[src/design/fixed_point_pkg.sv]
//////////////////////////////////////////////////////////////////////
// Sign-magnitude fixed-point number format
// Word widths, the fix_t type and its arithmetic functions
//////////////////////////////////////////////////////////////////////

package fixed_point_pkg;

	localparam int ARCH_W = 38;
	localparam int ARCH_F = 15;
	localparam int MAG_W  = ARCH_W - 1;
	localparam int DISP_W = 11;

	// Sign in the top bit, magnitude below it
	typedef logic [ARCH_W-1:0] fix_t;

	localparam fix_t ONE_FI = fix_t'(1 << ARCH_F);

	// Magnitude product realigned to the binary point
	function automatic fix_t fix_mul(input fix_t a, input fix_t b);
		logic [2*MAG_W-1:0] full;
		logic [MAG_W-1:0]   mag;
		full = a[MAG_W-1:0] * b[MAG_W-1:0];
		mag  = full[ARCH_F +: MAG_W];
		return {(|mag) & (a[ARCH_W-1] ^ b[ARCH_W-1]), mag};
	endfunction

	function automatic fix_t fix_add(input fix_t a, input fix_t b);
		logic [MAG_W-1:0] mag_a;
		logic [MAG_W-1:0] mag_b;
		logic [MAG_W-1:0] mag;
		logic             sign;
		mag_a = a[MAG_W-1:0];
		mag_b = b[MAG_W-1:0];
		if (a[ARCH_W-1] == b[ARCH_W-1]) begin
			mag  = mag_a + mag_b;
			sign = a[ARCH_W-1];
		end else if (mag_a >= mag_b) begin
			mag  = mag_a - mag_b;
			sign = a[ARCH_W-1];
		end else begin
			mag  = mag_b - mag_a;
			sign = b[ARCH_W-1];
		end
		// Zero is always positive
		return {sign & (|mag), mag};
	endfunction

	function automatic fix_t fix_neg(input fix_t a);
		return (|a[MAG_W-1:0]) ? {~a[ARCH_W-1], a[MAG_W-1:0]} : a;
	endfunction

	// Unsigned display integer into the integer field
	function automatic fix_t to_fix(input logic [DISP_W-1:0] v);
		return fix_t'({v, {ARCH_F{1'b0}}});
	endfunction

endpackage

[src/design/tracker_pkg.sv]
//////////////////////////////////////////////////////////////////////
// Constant-velocity tracking filter definitions
// State-space sizes, time step and steady-state gains
// Sequencer state enum and state and measurement vector types
//////////////////////////////////////////////////////////////////////

package tracker_pkg;

	import fixed_point_pkg::*;

	// State order is x, y, vx, vy
	localparam int NUM_STATES = 4;
	localparam int NUM_MEASUR = 2;

	// Time step of 1/32
	localparam fix_t TSTEP_FI = fix_t'(1024);

	// Steady-state gain, 0.5 on position and 0.125 on velocity
	localparam fix_t GAIN_POS_FI = ONE_FI >> 1;
	localparam fix_t GAIN_VEL_FI = ONE_FI >> 3;

	typedef fix_t [NUM_STATES-1:0] state_vec_t;
	typedef fix_t [NUM_MEASUR-1:0] meas_vec_t;

	typedef enum logic [2:0] {
		ST_INIT,
		ST_IDLE,
		ST_PREDICT,
		ST_INNOVATE,
		ST_UPDATE
	} filter_state_e;

endpackage

[src/design/estimate_if.sv]
//////////////////////////////////////////////////////////////////////
// Estimate interface
// Predicted and corrected state vectors between the two datapaths
//////////////////////////////////////////////////////////////////////

`timescale 1ns/100ps

interface estimate_if import tracker_pkg::*; ();

	// Predicted state, written in the predict step
	state_vec_t x_next;

	// Corrected state, written in the update step
	state_vec_t x_curr;

	modport predictor (
		input  x_curr,
		output x_next
	);

	modport corrector (
		input  x_next,
		output x_curr
	);

endinterface

[src/design/kalman_ctrl.sv]
//////////////////////////////////////////////////////////////////////
// Filter sequencer
// Valid/ready handshake and one strobe per filter step
//////////////////////////////////////////////////////////////////////

`timescale 1ns/100ps

module kalman_ctrl import tracker_pkg::*; (
	input  logic clk,
	input  logic aresetn,
	input  logic i_valid,
	output logic o_ready,
	output logic o_accept,
	output logic o_predict_en,
	output logic o_innovate_en,
	output logic o_update_en
);

	filter_state_e state_q;
	filter_state_e state_d;

	always_ff @(posedge clk or negedge aresetn) begin
		if (!aresetn) begin
			state_q <= ST_INIT;
		end else begin
			state_q <= state_d;
		end
	end

	// One measurement in flight, three steps per accept
	always_comb begin
		unique case (state_q)
			ST_INIT:     state_d = ST_IDLE;
			ST_IDLE:     state_d = i_valid ? ST_PREDICT : ST_IDLE;
			ST_PREDICT:  state_d = ST_INNOVATE;
			ST_INNOVATE: state_d = ST_UPDATE;
			ST_UPDATE:   state_d = ST_IDLE;
			default:     state_d = ST_INIT;
		endcase
	end

	assign o_ready  = (state_q == ST_IDLE);
	assign o_accept = o_ready & i_valid;

	// Step strobes
	assign o_predict_en  = (state_q == ST_PREDICT);
	assign o_innovate_en = (state_q == ST_INNOVATE);
	assign o_update_en   = (state_q == ST_UPDATE);

endmodule

[src/design/kalman_tracker.sv]
//////////////////////////////////////////////////////////////////////
// Two-axis position tracker top level
// Sequencer, predictor and corrector around one estimate interface
//////////////////////////////////////////////////////////////////////

`timescale 1ns/100ps

module kalman_tracker import fixed_point_pkg::*; (
	input  logic              clk,
	input  logic              aresetn,
	input  logic [DISP_W-1:0] i_z_x,
	input  logic [DISP_W-1:0] i_z_y,
	input  logic              i_valid,
	output logic              o_ready,
	output logic [DISP_W-1:0] o_z_x,
	output logic [DISP_W-1:0] o_z_y
);

	logic accept;
	logic predict_en;
	logic innovate_en;
	logic update_en;

	estimate_if u_est ();

	kalman_ctrl u_ctrl (
		.clk           (clk),
		.aresetn       (aresetn),
		.i_valid       (i_valid),
		.o_ready       (o_ready),
		.o_accept      (accept),
		.o_predict_en  (predict_en),
		.o_innovate_en (innovate_en),
		.o_update_en   (update_en)
	);

	state_predictor u_predictor (
		.clk          (clk),
		.aresetn      (aresetn),
		.i_predict_en (predict_en),
		.est          (u_est.predictor)
	);

	measurement_corrector u_corrector (
		.clk           (clk),
		.aresetn       (aresetn),
		.i_accept      (accept),
		.i_innovate_en (innovate_en),
		.i_update_en   (update_en),
		.i_z_x         (i_z_x),
		.i_z_y         (i_z_y),
		.est           (u_est.corrector),
		.o_z_x         (o_z_x),
		.o_z_y         (o_z_y)
	);

endmodule

[src/design/measurement_corrector.sv]
//////////////////////////////////////////////////////////////////////
// Measurement correction
// Measurement latch, innovation register and gain correction
// Integer position outputs taken from the corrected state
//////////////////////////////////////////////////////////////////////

`timescale 1ns/100ps

module measurement_corrector import fixed_point_pkg::*, tracker_pkg::*; (
	input  logic              clk,
	input  logic              aresetn,
	input  logic              i_accept,
	input  logic              i_innovate_en,
	input  logic              i_update_en,
	input  logic [DISP_W-1:0] i_z_x,
	input  logic [DISP_W-1:0] i_z_y,
	estimate_if.corrector     est,
	output logic [DISP_W-1:0] o_z_x,
	output logic [DISP_W-1:0] o_z_y
);

	// Steady-state gain, each measurement feeds its own position and velocity
	function automatic fix_t k_elem(input int r, input int c);
		if (r == c) begin
			return GAIN_POS_FI;
		end
		if (r == c + NUM_MEASUR) begin
			return GAIN_VEL_FI;
		end
		return '0;
	endfunction

	meas_vec_t  z_vec;
	meas_vec_t  y_vec;
	state_vec_t x_corr;

	//////////////////////////////////////////////////////////////////////
	// Measurement and innovation
	//////////////////////////////////////////////////////////////////////

	always_ff @(posedge clk or negedge aresetn) begin
		if (!aresetn) begin
			z_vec <= '0;
		end else if (i_accept) begin
			z_vec[0] <= to_fix(i_z_x);
			z_vec[1] <= to_fix(i_z_y);
		end
	end

	// Measurement minus predicted position, positions sit first in the state
	always_ff @(posedge clk or negedge aresetn) begin
		if (!aresetn) begin
			y_vec <= '0;
		end else if (i_innovate_en) begin
			for (int m = 0; m < NUM_MEASUR; m++) begin
				y_vec[m] <= fix_add(z_vec[m], fix_neg(est.x_next[m]));
			end
		end
	end

	//////////////////////////////////////////////////////////////////////
	// Gain correction
	//////////////////////////////////////////////////////////////////////

	always_comb begin
		fix_t gain_sum;
		for (int r = 0; r < NUM_STATES; r++) begin
			gain_sum  = fix_add(fix_mul(k_elem(r, 0), y_vec[0]),
			                    fix_mul(k_elem(r, 1), y_vec[1]));
			x_corr[r] = fix_add(est.x_next[r], gain_sum);
		end
	end

	always_ff @(posedge clk or negedge aresetn) begin
		if (!aresetn) begin
			est.x_curr <= '0;
		end else if (i_update_en) begin
			est.x_curr <= x_corr;
		end
	end

	// Integer bits above the fraction, sign dropped
	assign o_z_x = est.x_curr[0][ARCH_F +: DISP_W];
	assign o_z_y = est.x_curr[1][ARCH_F +: DISP_W];

endmodule

[src/design/state_predictor.sv]
//////////////////////////////////////////////////////////////////////
// State prediction
// Transition-matrix product and predicted state register
//////////////////////////////////////////////////////////////////////

`timescale 1ns/100ps

module state_predictor import fixed_point_pkg::*, tracker_pkg::*; (
	input  logic           clk,
	input  logic           aresetn,
	input  logic           i_predict_en,
	estimate_if.predictor  est
);

	// Identity plus the time step coupling position to velocity
	function automatic fix_t f_elem(input int r, input int c);
		if (r == c) begin
			return ONE_FI;
		end
		if ((r == 0 && c == 2) || (r == 1 && c == 3)) begin
			return TSTEP_FI;
		end
		return '0;
	endfunction

	state_vec_t x_pred;

	//////////////////////////////////////////////////////////////////////
	// Row products and sums
	//////////////////////////////////////////////////////////////////////

	always_comb begin
		fix_t prod [NUM_STATES];
		fix_t pair_lo;
		fix_t pair_hi;
		for (int r = 0; r < NUM_STATES; r++) begin
			for (int c = 0; c < NUM_STATES; c++) begin
				prod[c] = fix_mul(f_elem(r, c), est.x_curr[c]);
			end
			// Two pair sums, then their sum
			pair_lo   = fix_add(prod[0], prod[1]);
			pair_hi   = fix_add(prod[2], prod[3]);
			x_pred[r] = fix_add(pair_lo, pair_hi);
		end
	end

	//////////////////////////////////////////////////////////////////////
	// Predicted state register
	//////////////////////////////////////////////////////////////////////

	always_ff @(posedge clk or negedge aresetn) begin
		if (!aresetn) begin
			est.x_next <= '0;
		end else if (i_predict_en) begin
			est.x_next <= x_pred;
		end
	end

endmodule

[config.mk]
export PLATFORM = sky130hd
export DESIGN_NAME = kalman_tracker
export DESIGN_NICKNAME = d
export VERILOG_FILES = /design/src/design/fixed_point_pkg.sv /design/src/design/tracker_pkg.sv /design/src/design/estimate_if.sv /design/src/design/kalman_ctrl.sv /design/src/design/kalman_tracker.sv /design/src/design/measurement_corrector.sv /design/src/design/state_predictor.sv
export SDC_FILE = /design/constraint.sdc
export NUM_CORES = 2
export LEC_CHECK = 0
export BUFFER_PORTS_ARGS = -buffer_cell sky130_fd_sc_hd__buf_2
export CAP_MARGIN = 20
export CORE_ASPECT_RATIO = 1.5
export CORE_MARGIN = 4
export CORE_UTILIZATION = 25
export DETAILED_ROUTE_END_ITERATION = 10
export GPL_TIMING_DRIVEN = 1
export PLACE_DENSITY = 0.35
export SYNTH_ARGS = -nofsm -noshare
export SYNTH_HDL_FRONTEND = slang
export SYNTH_SLANG_ARGS = --single-unit
export TNS_END_PERCENT = 1
[constraint.sdc]
create_clock -name clk -period 7 [get_ports clk]
set_input_delay 1.05 -clock clk [delete_from_list [all_inputs] [get_ports clk]]
set_output_delay 1.05 -clock clk [all_outputs]
set_load 0.01 [all_outputs]
==> out/metrics.yaml <==
synth_xor_area_frac: 0.0427
core-area_sq_um: 233000
yosys.area_share.simple: 0.217
max_cap_viol_count: 0
drt_first_pass_iters: 8
use_met2: 0.500
antenna_left: 0
setup_viol: 0
post_drt_wl_per_cell_microns: 29.0
syn-instance-count: 8235
area_growth_syn_to_layout_pct: 16.8
start_kind: "flip-flop"
grt_max_degree: 177
final_common_cell: "a21oi_1"
ios: 48
cts_htree_levels: 2
cts.sinks: 403
portBuffers: 47
min_period_over_period: 0.981
nFillCells: 25800
path_class: "reg -> reg"
grt_antenna_before_repair: 11
synth_top_family_by_area: "compound AO/OA/AOI/OAI gates"
tritoncts: "yes"
reg2reg_depth: 22
finalMaxSlewViolations: 0
synth_seq_area_share: 0.172
rsz0062_at_grt: "yes"
tightest_slew_ps: 1000
ys.flop_type: "dfrtp_1"
fmax_mhz: 146
r2r_setup_slack_ps: 140
grt_pass1_wl_microns: 476000
finalHoldViolCount: 0
busiest_layer: "met2"
chipHeight_microns: 601
slew_headroom: 0.333
synth_mux_area_frac: 0.0215
worstPathMaxFanout: 25
synthArstFlopShare: 1.00
start_util: 0.252
place_hpwl_microns: 283000
syn_avg_cell_area_sq_um: 7.12
grt_pass1_vias: 64500
timing.rr.start: "u_corrector.est.x_curr[147]$_DFFE_PN0P_"
num_rows: 217
path_clk_slew_ps: 70
die_x_microns: 404
gp_congestion: 0.970
grt_use_met3: 0.0189
required_ps: 7590
cts-root-buf: "clkbuf_16"
vias_per_cell: 5.43
synth.distinct_cells: 101
synth-edff-count: 0
drt_iter0_markers: 4196
syn_nets: 9016
arrival_ps: 7450
final_core_util: 0.294
cp-end-kind: "flip-flop"
min_period_ps: 6860
yosysWarnings: 0
synthAdderAreaFrac: 0.164
hold_path_class: "in -> async"
route.vias.total: 63000
drc: 0
syn_area_sq_um: 58700
fin_worst_skew_ps: 79.1
layout.nets: 9273
grt_util_met1: 0.270
drive_gt1_frac: 0.134
hold_buffers: 0
final_cell_mix: "841 x a21oi_1, 753 x nand2_1, 731 x ha_1"
status: "finished clean"
numCtsBuffers: 55
synth_seq_cells: 403
clockBufferDepth: 3
gr-total-overflow: 0
fin_hold_ws_ps: 299
r2r-end: "u_predictor.est.x_next[75]$_DFFE_PN0P_"
wl_microns: 337000
grt_use_total: 0.268
clock_latency_ps: 730
synth_compound_area_frac: 0.297
fp.dieArea_sq_um: 243000
## state kept, by name, summed over array words and instances (netlist names)
name and flops:
u_corrector.z_vec 22, u_corrector.y_vec 74, u_ctrl.state_q 3, u_corrector.est.x_curr 152, u_predictor.est.x_next 152
## metal layers
metal,part of all wire,vias to the layer above
met1,0.35,30800
li1,-,29700
met2,0.52,1832
met3,0.028,698
met5,0.000036,-
met4,0.10,2
## kinds of logic (layout without fill, tap and decap cells)
family	count (synthesis)	in the layout
and+or+nand+nor	2608	2608
other	0	5
muxes	120	120
adders and majority gates	756	756
DFF	403	403
AOI/OAI and AO/OA	2773	2773
buffers and inverters	1289	1590
xor gates and xnor gates	286	286
## per-stage QoR
step,setup slack [ps],setup TNS (ps),area [sq um],cells
detailed placement,-1090,-4440,66200,11500
floorplan,1320,0,58700,8235
global route,-30.4,-30.4,68500,11600
finish,135,0,68500,11600
CTS,-110,-110,68300,11600
global placement,-1140,-5380,66200,11500
## cell type report
type | instances | area, sq um | share of cell area
diodes | 5 | 12.5 | 0.000183
well taps | 3066 | 3840 | 0.0560
clock inverters | 34 | 488 | 0.00712
flip-flops and latches | 403 | 10100 | 0.147
inverters | 716 | 2690 | 0.0393
multi-input cells | 6543 | 43900 | 0.641
clock buffers | 67 | 1510 | 0.0221
repair buffers | 773 | 5960 | 0.0870
## how the worst max path moves through the flow
stage / startpoint / endpoint / slack (ps) / cells past startpoint
floorplan: u_corrector.y_vec[42]$_DFFE_PN0P_ / u_corrector.est.x_curr[75]$_DFFE_PN0P_ / 1320 / 23
global placement: u_corrector.y_vec[23]$_DFFE_PN0P_ / u_corrector.est.x_curr[113]$_DFFE_PN0P_ / -1140 / 29
detailed placement: u_corrector.y_vec[23]$_DFFE_PN0P_ / u_corrector.est.x_curr[113]$_DFFE_PN0P_ / -1090 / 29
CTS: u_corrector.y_vec[23]$_DFFE_PN0P_ / u_corrector.est.x_curr[113]$_DFFE_PN0P_ / -110 / 30
global route: u_corrector.y_vec[24]$_DFFE_PN0P_ / u_corrector.est.x_curr[113]$_DFFE_PN0P_ / -30 / 28
finish: u_corrector.est.x_curr[147]$_DFFE_PN0P_ / u_predictor.est.x_next[75]$_DFFE_PN0P_ / 140 / 22
## cells in the mapped netlist (115+ instances only)
master | instances | area, sq um
dfrtp_1 | 403 | 10100
inv_1 | 712 | 2670
or2_2 | 119 | 744
nor2_1 | 665 | 2500
nor3_1 | 179 | 896
o21ai_0 | 702 | 3510
a21o_1 | 172 | 1290
ha_1 | 734 | 9180
nor4_1 | 155 | 970
nand4_1 | 129 | 807
o31ai_1 | 115 | 863
nand2_1 | 756 | 2840
nand3_1 | 129 | 646
a21oi_1 | 843 | 4220
o21bai_1 | 182 | 1370
clkbuf_1 | 454 | 1700
xnor2_1 | 237 | 2080
## timing repair
item	in CTS	in global routing
setup buffers	0	5
pin swaps	2	5
endpoints found under the setup margin	21	8
hold endpoints to repair	0	0
gates resized for setup	10	39
## worst max-delay path: stages (launching register included)
cell and delay, ps:
dfrtp_1 380, nor4_1 570, nand4_1 310, o21a_1 260
and3_1 170, buf_12 170, or2_2 330, ha_1 320
or4_1 610, nor4_1 450, nand4_1 150, o211a_1 210
and2_1 280, and3_1 230, o32ai_2 360, a211oi_2 200
buf_4 200, or4_1 470, a31oi_1 210, xnor2_1 210
and4_1 300, and4_1 210, a31oi_1 90
Power is not shown: default switching activity piles up to over one toggle a cycle in this logic, so the estimate is an artifact.
